**src/rtl/mipsPkg.sv**
```systemverilog
`default_nettype none

package mipsPkg;

	////////////////////////////////////////////////////////////////////////////
	// widths
	////////////////////////////////////////////////////////////////////////////

	// data path and address width
	localparam int wordWidth = 32;
	// register number
	localparam int regAddrWidth = 5;
	// data ram holds 2**memDepthLog2 words
	localparam int memDepthLog2 = 8;

	////////////////////////////////////////////////////////////////////////////
	// instruction encodings
	////////////////////////////////////////////////////////////////////////////

	// primary opcodes in instr[31:26]
	localparam logic [5:0] opRtype = 6'h00;
	localparam logic [5:0] opJ = 6'h02;
	localparam logic [5:0] opBeq = 6'h04;
	localparam logic [5:0] opAddiu = 6'h09;
	localparam logic [5:0] opOri = 6'h0d;
	localparam logic [5:0] opLui = 6'h0f;
	localparam logic [5:0] opLw = 6'h23;
	localparam logic [5:0] opSw = 6'h2b;

	// r-type function field in instr[5:0]
	localparam logic [5:0] fnAddu = 6'h21;
	localparam logic [5:0] fnSubu = 6'h23;
	localparam logic [5:0] fnAnd = 6'h24;
	localparam logic [5:0] fnOr = 6'h25;
	localparam logic [5:0] fnSlt = 6'h2a;

	// alu operations, aluAdd is the zero value
	typedef enum logic [2:0] {aluAdd, aluSub, aluAnd, aluOr, aluSlt, aluLui} aluOpT;

	// writeback source
	typedef enum logic {resAlu, resMem} resultSrcT;

	// decode control, all zero is a bubble
	typedef struct packed {
		logic regWrite;
		resultSrcT resultSrc;
		logic memWrite;
		logic branch;
		logic jump;
		logic aluSrcImm;
		logic regDstRd;
		logic zeroExtImm;
		aluOpT aluOp;
	} ctrlT;

	// execute operand source
	typedef enum logic [1:0] {fwdNone, fwdMem, fwdWb} fwdSelT;

endpackage

`default_nettype wire

```
**src/rtl/memBus.sv**
```systemverilog
`timescale 1ns/1ps
`default_nettype none

// datapath to data ram, one word per access
interface memBus import mipsPkg::*; ();
	// byte address, low two bits zero
	logic [wordWidth-1:0] addr;
	logic [wordWidth-1:0] writeData;
	// write strobe, taken on the rising edge
	logic writeEnable;
	// follows addr combinationally
	logic [wordWidth-1:0] readData;

	modport master (output addr, output writeData, output writeEnable, input readData);
	modport slave (input addr, input writeData, input writeEnable, output readData);
endinterface

`default_nettype wire

```
**src/rtl/instrDecoder.sv**
```systemverilog
`timescale 1ns/1ps
`default_nettype none

module instrDecoder import mipsPkg::*; (
	input wire [wordWidth-1:0] instr,
	output ctrlT ctrl
);

	logic [5:0] opcode;
	logic [5:0] funct;

	assign opcode = instr[31:26];
	assign funct = instr[5:0];

	// main decode plus alu decode in one pass
	always_comb begin
		ctrl = '0;
		case (opcode)
			opRtype: begin
				// rd destination, both operands from registers
				ctrl.regWrite = 1'b1;
				ctrl.regDstRd = 1'b1;
				case (funct)
					fnAddu: ctrl.aluOp = aluAdd;
					fnSubu: ctrl.aluOp = aluSub;
					fnAnd: ctrl.aluOp = aluAnd;
					fnOr: ctrl.aluOp = aluOr;
					fnSlt: ctrl.aluOp = aluSlt;
					// sll zero and any other function is a no-op
					default: ctrl = '0;
				endcase
			end
			opAddiu: begin
				ctrl.regWrite = 1'b1;
				ctrl.aluSrcImm = 1'b1;
				ctrl.aluOp = aluAdd;
			end
			opOri: begin
				// logical immediates are zero extended
				ctrl.regWrite = 1'b1;
				ctrl.aluSrcImm = 1'b1;
				ctrl.zeroExtImm = 1'b1;
				ctrl.aluOp = aluOr;
			end
			opLui: begin
				ctrl.regWrite = 1'b1;
				ctrl.aluSrcImm = 1'b1;
				ctrl.aluOp = aluLui;
			end
			opLw: begin
				// address is base plus signed offset
				ctrl.regWrite = 1'b1;
				ctrl.resultSrc = resMem;
				ctrl.aluSrcImm = 1'b1;
				ctrl.aluOp = aluAdd;
			end
			opSw: begin
				ctrl.memWrite = 1'b1;
				ctrl.aluSrcImm = 1'b1;
				ctrl.aluOp = aluAdd;
			end
			// compare happens in decode, the alu is idle
			opBeq: ctrl.branch = 1'b1;
			opJ: ctrl.jump = 1'b1;
			default: ctrl = '0;
		endcase
	end

endmodule

`default_nettype wire

```
**src/rtl/hazardUnit.sv**
```systemverilog
`timescale 1ns/1ps
`default_nettype none

module hazardUnit import mipsPkg::*; (
	input wire [regAddrWidth-1:0] rsD,
	input wire [regAddrWidth-1:0] rtD,
	input wire branchD,
	input wire jumpD,
	input wire takenD,
	input wire [regAddrWidth-1:0] rsE,
	input wire [regAddrWidth-1:0] rtE,
	input wire [regAddrWidth-1:0] writeRegE,
	input wire regWriteE,
	input wire memToRegE,
	input wire [regAddrWidth-1:0] writeRegM,
	input wire regWriteM,
	input wire memToRegM,
	input wire [regAddrWidth-1:0] writeRegW,
	input wire regWriteW,
	output logic stallF,
	output logic stallD,
	output logic flushD,
	output logic flushE,
	output logic forwardAD,
	output logic forwardBD,
	output fwdSelT forwardAE,
	output fwdSelT forwardBE
);

	logic hitE;
	logic hitM;
	logic lwStall;
	logic branchStall;

	// newest producer wins, $0 never forwards
	function automatic fwdSelT pickFwd(input logic [regAddrWidth-1:0] src);
		if (src != '0 && regWriteM && src == writeRegM)
			return fwdMem;
		else if (src != '0 && regWriteW && src == writeRegW)
			return fwdWb;
		else
			return fwdNone;
	endfunction

	always_comb begin
		forwardAE = pickFwd(rsE);
		forwardBE = pickFwd(rtE);
	end

	// branch compare only takes alu results from memory
	// writeback comes through the register file bypass
	assign forwardAD = (rsD != '0) && regWriteM && (rsD == writeRegM);
	assign forwardBD = (rtD != '0) && regWriteM && (rtD == writeRegM);

	// decode sources written by execute or memory
	assign hitE = regWriteE && (writeRegE != '0) && (writeRegE == rsD || writeRegE == rtD);
	assign hitM = regWriteM && (writeRegM != '0) && (writeRegM == rsD || writeRegM == rtD);

	// load in execute feeding decode
	assign lwStall = memToRegE && hitE;
	// branch waits for alu results to reach memory, loads to reach writeback
	assign branchStall = branchD && (hitE || (memToRegM && hitM));

	assign stallD = lwStall || branchStall;
	assign stallF = stallD;
	// held decode leaves a bubble behind it
	assign flushE = stallD;
	// redirect drops the fetched slot once decode moves on
	assign flushD = (takenD || jumpD) && !stallD;

endmodule

`default_nettype wire

```
**src/rtl/regFile.sv**
```systemverilog
`timescale 1ns/1ps
`default_nettype none

module regFile import mipsPkg::*; (
	input wire clk,
	input wire we,
	input wire [regAddrWidth-1:0] ra1,
	input wire [regAddrWidth-1:0] ra2,
	input wire [regAddrWidth-1:0] wa,
	input wire [wordWidth-1:0] wd,
	output logic [wordWidth-1:0] rd1,
	output logic [wordWidth-1:0] rd2
);

	logic [wordWidth-1:0] regs [0:(1 << regAddrWidth) - 1];

	always_ff @(posedge clk) begin
		if (we && wa != '0) begin
			regs[wa] <= wd;
		end
	end

	// $0 reads zero, same-cycle write passes straight through
	assign rd1 = (ra1 == '0) ? '0 : ((we && wa == ra1) ? wd : regs[ra1]);
	assign rd2 = (ra2 == '0) ? '0 : ((we && wa == ra2) ? wd : regs[ra2]);

	// writeback filters $0 before it gets here
	assert property (@(posedge clk) we |-> (wa != '0));

endmodule

`default_nettype wire

```
**src/rtl/alu.sv**
```systemverilog
`timescale 1ns/1ps
`default_nettype none

module alu import mipsPkg::*; (
	input wire [wordWidth-1:0] a,
	input wire [wordWidth-1:0] b,
	input wire aluOpT op,
	output logic [wordWidth-1:0] y
);

	logic lessThan;

	// signed compare for slt
	assign lessThan = $signed(a) < $signed(b);

	always_comb begin
		case (op)
			// addu and addiu, no overflow trap
			aluAdd: y = a + b;
			aluSub: y = a - b;
			aluAnd: y = a & b;
			aluOr: y = a | b;
			aluSlt: y = {{(wordWidth - 1){1'b0}}, lessThan};
			// immediate into the upper half
			aluLui: y = {b[15:0], {(wordWidth - 16){1'b0}}};
			default: y = '0;
		endcase
	end

endmodule

`default_nettype wire

```
**src/rtl/datapath.sv**
```systemverilog
`timescale 1ns/1ps
`default_nettype none

module datapath import mipsPkg::*; (
	input wire clk,
	input wire reset,
	output logic [wordWidth-1:0] pc,
	input wire [wordWidth-1:0] instr,
	memBus.master mem,
	output logic wbValid,
	output logic [wordWidth-1:0] wbPc,
	output logic [regAddrWidth-1:0] wbRegNum,
	output logic [wordWidth-1:0] wbRegData
);

	// hazard controls
	logic stallF, stallD, flushD, flushE;
	logic forwardAD, forwardBD;
	fwdSelT forwardAE, forwardBE;
	// fetch
	logic [wordWidth-1:0] pcPlus4F, pcNext;
	// decode
	logic [wordWidth-1:0] instrD, pcD, pcPlus4D;
	ctrlT ctrlD;
	logic [regAddrWidth-1:0] rsD, rtD, rdD;
	logic [wordWidth-1:0] immD, rd1D, rd2D, cmpAD, cmpBD;
	logic [wordWidth-1:0] branchTargetD, jumpTargetD;
	logic takenD;
	// execute
	ctrlT ctrlE;
	logic [wordWidth-1:0] rd1E, rd2E, immE, pcE;
	logic [regAddrWidth-1:0] rsE, rtE, rdE, writeRegE;
	logic [wordWidth-1:0] srcAE, writeDataE, srcBE, aluOutE;
	// memory
	ctrlT ctrlM;
	logic [wordWidth-1:0] aluOutM, writeDataM, pcM;
	logic [regAddrWidth-1:0] writeRegM;
	// writeback
	ctrlT ctrlW;
	logic [wordWidth-1:0] aluOutW, readDataW, resultW, pcW;
	logic [regAddrWidth-1:0] writeRegW;

	// execute operand select
	function automatic logic [wordWidth-1:0] fwdMux(input fwdSelT sel,
			input logic [wordWidth-1:0] regVal, input logic [wordWidth-1:0] memVal,
			input logic [wordWidth-1:0] wbVal);
		case (sel)
			fwdMem: return memVal;
			fwdWb: return wbVal;
			default: return regVal;
		endcase
	endfunction

	////////////////////////////////////////////////////////////////////////////
	// fetch
	////////////////////////////////////////////////////////////////////////////

	assign pcPlus4F = pc + wordWidth'(4);
	// jump and taken branch redirect from decode
	assign pcNext = ctrlD.jump ? jumpTargetD : (takenD ? branchTargetD : pcPlus4F);

	always_ff @(posedge clk) begin
		if (reset) begin
			pc <= '0;
		end else if (!stallF) begin
			pc <= pcNext;
		end
	end

	////////////////////////////////////////////////////////////////////////////
	// decode
	////////////////////////////////////////////////////////////////////////////

	// zero word decodes as a bubble
	always_ff @(posedge clk) begin
		if (reset || flushD) begin
			instrD <= '0;
		end else if (!stallD) begin
			instrD <= instr;
		end
	end

	always_ff @(posedge clk) begin
		if (!stallD) begin
			pcD <= pc;
		end
	end

	instrDecoder uDecoder (.instr(instrD), .ctrl(ctrlD));

	assign rsD = instrD[25:21];
	assign rtD = instrD[20:16];
	assign rdD = instrD[15:11];
	assign pcPlus4D = pcD + wordWidth'(4);

	// ori zero extends, everything else sign extends
	assign immD = ctrlD.zeroExtImm ? {{(wordWidth - 16){1'b0}}, instrD[15:0]}
		: {{(wordWidth - 16){instrD[15]}}, instrD[15:0]};

	regFile uRegFile (
		.clk(clk),
		.we(wbValid),
		.ra1(rsD),
		.ra2(rtD),
		.wa(writeRegW),
		.wd(resultW),
		.rd1(rd1D),
		.rd2(rd2D)
	);

	// beq compare, memory stage bypass
	assign cmpAD = forwardAD ? aluOutM : rd1D;
	assign cmpBD = forwardBD ? aluOutM : rd2D;
	assign takenD = ctrlD.branch && (cmpAD == cmpBD);
	assign branchTargetD = pcPlus4D + {immD[wordWidth-3:0], 2'b00};
	assign jumpTargetD = {pcPlus4D[wordWidth-1:28], instrD[25:0], 2'b00};

	hazardUnit uHazard (
		.rsD(rsD),
		.rtD(rtD),
		.branchD(ctrlD.branch),
		.jumpD(ctrlD.jump),
		.takenD(takenD),
		.rsE(rsE),
		.rtE(rtE),
		.writeRegE(writeRegE),
		.regWriteE(ctrlE.regWrite),
		.memToRegE(ctrlE.resultSrc == resMem),
		.writeRegM(writeRegM),
		.regWriteM(ctrlM.regWrite),
		.memToRegM(ctrlM.resultSrc == resMem),
		.writeRegW(writeRegW),
		.regWriteW(ctrlW.regWrite),
		.stallF(stallF),
		.stallD(stallD),
		.flushD(flushD),
		.flushE(flushE),
		.forwardAD(forwardAD),
		.forwardBD(forwardBD),
		.forwardAE(forwardAE),
		.forwardBE(forwardBE)
	);

	////////////////////////////////////////////////////////////////////////////
	// execute
	////////////////////////////////////////////////////////////////////////////

	always_ff @(posedge clk) begin
		if (reset || flushE) begin
			ctrlE <= '0;
		end else begin
			ctrlE <= ctrlD;
		end
	end

	always_ff @(posedge clk) begin
		rd1E <= rd1D;
		rd2E <= rd2D;
		immE <= immD;
		rsE <= rsD;
		rtE <= rtD;
		rdE <= rdD;
		pcE <= pcD;
	end

	assign srcAE = fwdMux(forwardAE, rd1E, aluOutM, resultW);
	// forwarded rt is also the store data
	assign writeDataE = fwdMux(forwardBE, rd2E, aluOutM, resultW);
	assign srcBE = ctrlE.aluSrcImm ? immE : writeDataE;
	assign writeRegE = ctrlE.regDstRd ? rdE : rtE;

	alu uAlu (.a(srcAE), .b(srcBE), .op(ctrlE.aluOp), .y(aluOutE));

	////////////////////////////////////////////////////////////////////////////
	// memory
	////////////////////////////////////////////////////////////////////////////

	always_ff @(posedge clk) begin
		if (reset) begin
			ctrlM <= '0;
		end else begin
			ctrlM <= ctrlE;
		end
	end

	always_ff @(posedge clk) begin
		aluOutM <= aluOutE;
		writeDataM <= writeDataE;
		writeRegM <= writeRegE;
		pcM <= pcE;
	end

	assign mem.addr = aluOutM;
	assign mem.writeData = writeDataM;
	assign mem.writeEnable = ctrlM.memWrite;

	// stores never carry a register write down the pipe
	assert property (@(posedge clk) ctrlM.memWrite |-> !ctrlM.regWrite);

	////////////////////////////////////////////////////////////////////////////
	// writeback
	////////////////////////////////////////////////////////////////////////////

	always_ff @(posedge clk) begin
		if (reset) begin
			ctrlW <= '0;
		end else begin
			ctrlW <= ctrlM;
		end
	end

	always_ff @(posedge clk) begin
		aluOutW <= aluOutM;
		readDataW <= mem.readData;
		writeRegW <= writeRegM;
		pcW <= pcM;
	end

	assign resultW = (ctrlW.resultSrc == resMem) ? readDataW : aluOutW;

	// debug report, writes to $0 drop out here
	assign wbValid = ctrlW.regWrite && (writeRegW != '0);
	assign wbPc = pcW;
	assign wbRegNum = writeRegW;
	assign wbRegData = resultW;

endmodule

`default_nettype wire

```
**src/flat_wrapper.sv**
```systemverilog
// flat-port wrapper written by rule: the top's interface ports become plain ports
module datapath_flat import mipsPkg::*;
  (clk, reset, pc, instr, wbValid, wbPc, wbRegNum, wbRegData, mem_addr, mem_writeData, mem_writeEnable, mem_readData);
  memBus mem_i ();
  input wire clk;
  input wire reset;
  output logic [wordWidth-1:0] pc;
  input wire [wordWidth-1:0] instr;
  output logic wbValid;
  output logic [wordWidth-1:0] wbPc;
  output logic [regAddrWidth-1:0] wbRegNum;
  output logic [wordWidth-1:0] wbRegData;
  output wire logic [$bits(mem_i.addr)-1:0] mem_addr;
  output wire logic [$bits(mem_i.writeData)-1:0] mem_writeData;
  output wire logic [$bits(mem_i.writeEnable)-1:0] mem_writeEnable;
  input wire logic [$bits(mem_i.readData)-1:0] mem_readData;
  assign mem_addr = mem_i.addr;
  assign mem_writeData = mem_i.writeData;
  assign mem_writeEnable = mem_i.writeEnable;
  assign mem_i.readData = mem_readData;
  datapath u_core (.clk(clk), .reset(reset), .pc(pc), .instr(instr), .mem(mem_i), .wbValid(wbValid), .wbPc(wbPc), .wbRegNum(wbRegNum), .wbRegData(wbRegData));
endmodule
```
**config.mk**
```make
export PLATFORM = sky130hd
export DESIGN_NAME = datapath_flat
export DESIGN_NICKNAME = d
export VERILOG_FILES = /design/src/rtl/mipsPkg.sv /design/src/rtl/memBus.sv /design/src/rtl/instrDecoder.sv /design/src/rtl/hazardUnit.sv /design/src/rtl/regFile.sv /design/src/rtl/alu.sv /design/src/rtl/datapath.sv /design/src/flat_wrapper.sv
export SDC_FILE = /design/constraint.sdc
export NUM_CORES = 2
export LEC_CHECK = 0
export ABC_CLOCK_PERIOD_IN_PS = 12640
export BUFFER_PORTS_ARGS = -buffer_cell sky130_fd_sc_hd__buf_2
export CAP_MARGIN = 25
export CORE_MARGIN = 5
export CORE_UTILIZATION = 60
export DETAILED_ROUTE_END_ITERATION = 8
export GPL_TIMING_DRIVEN = 1
export PLACE_DENSITY = 0.77
export SYNTH_ARGS = -nofsm -noshare
export SYNTH_HDL_FRONTEND = slang
export SYNTH_SLANG_ARGS = --single-unit
```
**constraint.sdc**
```tcl
create_clock -name clk -period 12.64 [get_ports clk]
set_clock_uncertainty 0.1 [all_clocks]
set_input_delay 2.528 -clock clk [delete_from_list [all_inputs] [get_ports clk]]
set_output_delay 2.528 -clock clk [all_outputs]
set_load 0.01 [all_outputs]
```
==> results.md <==
- Outcome: finished clean
- Max H-tree Level: 4
- Fraction of power spent switching nets: 30.68%
- Sort of element at the end of the critical path: flip-flop
- Worst reg-to-reg setup slack: 5.12 ns
- Detailed router's first-iteration violation count: 8302
- Asr flop ratio synth: 0%
- Number of standard cells after synthesis: 5225
- NumNets Final: 5659
- Clock Tree Root: clkbuf_16
- Clock transition at the register clock pins on the worst setup and hold paths after CTS: 0.06 ns
- Accumulated negative setup slack: 0 ns
- Share of total power in sequential cells: 46.4%
- Average wire per cell in the routed design: 32.74 µm
- Fill count: 8154
- Quantity of hold-fixing buffers added after cts: 0
- Via Count: 50658
- Wire length after detailed routing: 233100 µm
- Hold path endpoint: u_core.pcM[26]
- Achievable clock frequency: 0.1331 GHz
- Critical Path, Cell by Cell: buf_4 > buf_4 > mux4_2 > a22o_1 > a221oi_1 > nand3_1 > a211oi_1 > xor2_1 > nor4_1 > o311ai_0 > nor4b_1 > and4bb_2 > buf_4 > nor2_2 > o21bai_4 > nor2_1
- Sequential area share after synthesis: 56.56%
- Post-layout minimum cycle time: 7.515 ns
- Number of enable flip-flop cells after synthesis: 1056
- Startpoint Class: flip-flop
- Share of power burned in combinational logic: 20.8%
- Critical Path Most Common Cell: buf_4
- Die ar.: 124800 µm²
- Pre-CTS setup slack: 5.305 ns
- Net switching power of the design: 4111 µW
- Worst reg2reg path depth: 16
- Final Hold Viols: 0
- Headroom to the max-slew limit: 17.27%
- Detail-routed via count per cell: 7.116
- Post-route antenna net violation count: 0
- Chip Height: 353.2 µm
- Mean Syn Cell Area: 13.53 µm²
- Post-CTS sizing: 0
- Slew Viols, Final: 0
- Largest net degree at the start of global routing: 95
- Worst path required time: 13.10 ns
- Total power density per cell area: 170.1 nW/µm²
- Commonest register cell after synthesis: edfxtp_1
- Worst-path cell with the longest stage delay: dfxtp_4
- Unrepaired setup endpoints after global routing: no
- Clock tree from TritonCTS: built
- Growth of design area from synthesis to finish: 11.50%
- Initial core utilization: 60.10%
- Wire length of the first global-routing pass: 336400 µm
- Slowest stage delay, CP: 0.96 ns
- Buffer depth of the longest clock path: 3
- Relative contribution of the clock network to total power: 32.8%
- Met1 wire length: 78570 µm
- Post-route setup slack: 5.125 ns
- Number of placement rows: 126
- Internal power summed over all cells: 9291 µW
- WL met2: 103700 µm
- Num CTS Buffers: 150
- Arrival time at the worst endpoint: 7.98 ns
- Synthesized area: 70680 µm²
- Period Utilization, post-route: 59.46%
- Number of iterations in the first detailed-routing pass: 9
- Initial antenna violation count: 5
- Weighted congestion reported at the end of routability-driven placement: 0.9660
- Largest fanout of any net on the critical path: 45
- Highest routed layer: met5
- Hold Path Depth: 0
- Launch point of the worst hold path: u_core.pcE[26]
- P_leak: 0.02755 µW
- Setup Viol. Count Final: 0
- Worst setup path category: flip-flop to flip-flop
- Cell variety after synth: 88
- Number of maximum-capacitance constraint violations: 0
- Total grt overflow: 0
- Pin slew with the least headroom to its limit: 1.206 ns
- Number of global-route vias before repair: 49704
- Type of the most critical hold path: flip-flop to flip-flop
- Placeable Area: 117600 µm²
- GRT Resource Usage Total: 36.62%
- Number of ports placed on the die boundary: 233
- DIE WIDTH: 353.2 µm
- Number of buffer cells added on primary ports: 232
- DRC viols: 0
- Number of synthesis warnings: 0
- Detailed Place HPWL: 146700 µm
- Worst IR Drop VDD: 145.0 µV
- Number of synthesized register bits: 1469
- Number of setup buffers added after CTS: 0
- Clock insertion delay at the later pin of the skew report: 0.77 ns
- Amount of wire on met3 after detailed routing: 33210 µm
- Share of layout cells above drive strength 1: 20.48%
- Number of clock sinks: 1469
## state kept, by name (all words and copies together) (netlist names), named ones only
signal,flops
u_core.uRegFile.regs,1024
u_core.aluOutW,32
u_core.instrD,32
u_core.mem.addr,32
u_core.mem.writeData,32
u_core.pcD,32
u_core.pcE,32
u_core.pcM,32
u_core.pc,32
u_core.rd1E,32
u_core.rd2E,32
u_core.readDataW,32
u_core.wbPc,32
u_core.immE,14
u_core.ctrlE,8
u_core.rsE,5
u_core.rtE,5
u_core.wbRegNum,5
u_core.writeRegM,5
u_core.rdE,4
u_core.ctrlM,2
u_core.ctrlW,2
u_core.mem.writeEnable,1
## cell families after synthesis
family / Yosys count / share of synthesized area, %
mux: 808 / 18.61
simple gates: 1102 / 7.265
flops: 1469 / 56.56
buf+inv: 518 / 3.193
fa+ha+maj: 136 / 2.439
compound gates: 1017 / 9.769
xor+xnor: 174 / 2.156
other cells: 1 / 0.005305
## through the flow
stage               total power, µW  std cells  hold slack [ns]  utilization [%]  instance area, µm²
floorplan                      7724       5256           0.2096                -               70800
global placement               8902       6832           0.2097            62.75               73800
detailed placement             8951       6834           0.2121            62.76               73810
CTS                           13290       7105           0.2074            66.90               78670
global route                  13810       7112           0.2231            67.00               78790
finish                        13400       7119           0.2148            67.01               78810
## layout by cell type, fill, tap and decap left out, types with 42 or more instances in the layout
cell	instances
edfxtp_1	1056
mux4_2	403
dfxtp_1	402
mux2i_1	384
nand2_1	350
o21ai_0	271
nor2_1	254
buf_2	233
inv_1	160
buf_4	160
clkbuf_16	159
a21oi_1	153
a22oi_1	141
ha_1	133
nand3_1	123
xnor2_1	112
nor3_1	76
a211oi_1	63
xor2_1	62
a221oi_1	55
and3_1	49
a22o_1	49
o211ai_1	42
## synth_stat cells, types with 36 or more instances
cell type / count / share of area [%]
a211oi_1: 63 / 0.67
a21oi_1: 153 / 1.1
a221oi_1: 55 / 0.68
a22o_1: 49 / 0.61
a22oi_1: 141 / 1.5
and3_1: 50 / 0.44
buf_1: 43 / 0.23
buf_2: 76 / 0.54
buf_4: 42 / 0.45
clkbuf_1: 181 / 0.96
dfxtp_1: 413 / 12
edfxtp_1: 1056 / 45
ha_1: 133 / 2.4
inv_1: 161 / 0.85
mux2i_1: 384 / 5.4
mux4_2: 403 / 13
nand2_1: 350 / 1.9
nand3_1: 123 / 0.87
nor2_1: 292 / 1.6
nor2b_1: 36 / 0.32
nor3_1: 78 / 0.55
o211ai_1: 42 / 0.45
o21ai_0: 271 / 1.9
xnor2_1: 112 / 1.4
xor2_1: 62 / 0.77
## power by group through the flow
stage	Clock [µW]	Combinational, µW	Sequential [µW]
2_1_floorplan	0	1560	6160
4_1_cts	4430	2670	6200
3_5_place_dp	0	2650	6300
5_1_grt	4640	2940	6230
3_3_place_gp	0	2610	6290
6_report	4400	2790	6210
## cell type report
cell class | instances | area, µm² | share of cell area [%]
repair buffers | 399 | 2490 | 3.159
diodes | 7 | 17.52 | 0.02223
clock buffers | 195 | 4174 | 5.296
well taps | 1536 | 1922 | 2.439
inverters | 168 | 633.1 | 0.8033
clock inverters | 76 | 686.9 | 0.8716
flip-flops and latches | 1469 | 40010 | 50.76
multi-input cells | 3269 | 28880 | 36.64
## how the worst max path moves through the flow
stage                       startpoint             endpoint  slack, ns
floorplan           u_core.wbRegNum[4]  u_core.mem.addr[22]       6.44
global placement             flip-flop            flip-flop       5.39
detailed placement           flip-flop            flip-flop       5.30
CTS                          flip-flop            flip-flop       5.28
global route                 flip-flop         u_core.pc[1]       4.78
finish                       flip-flop            flip-flop       5.12
## layer usage
layer  GRT usage, %  up-vias
met2          55.98     4277
met5              0        -
met4          22.17        4
li1               -    20725
met3          11.27      954
met1          46.27    24698
## critical path, delay by kind of cell (launching register included)
family                 cells  cell delay (ns)
AO/OA/AOI/OAI              5             1.99
XOR/XNOR                   1             0.11
buffers and inverters      3             1.69
flip-flops                 1             0.96
multiplexers               1             0.57
AND/OR/NAND/NOR            6             1.80
(Power assumes the default switching activity.)
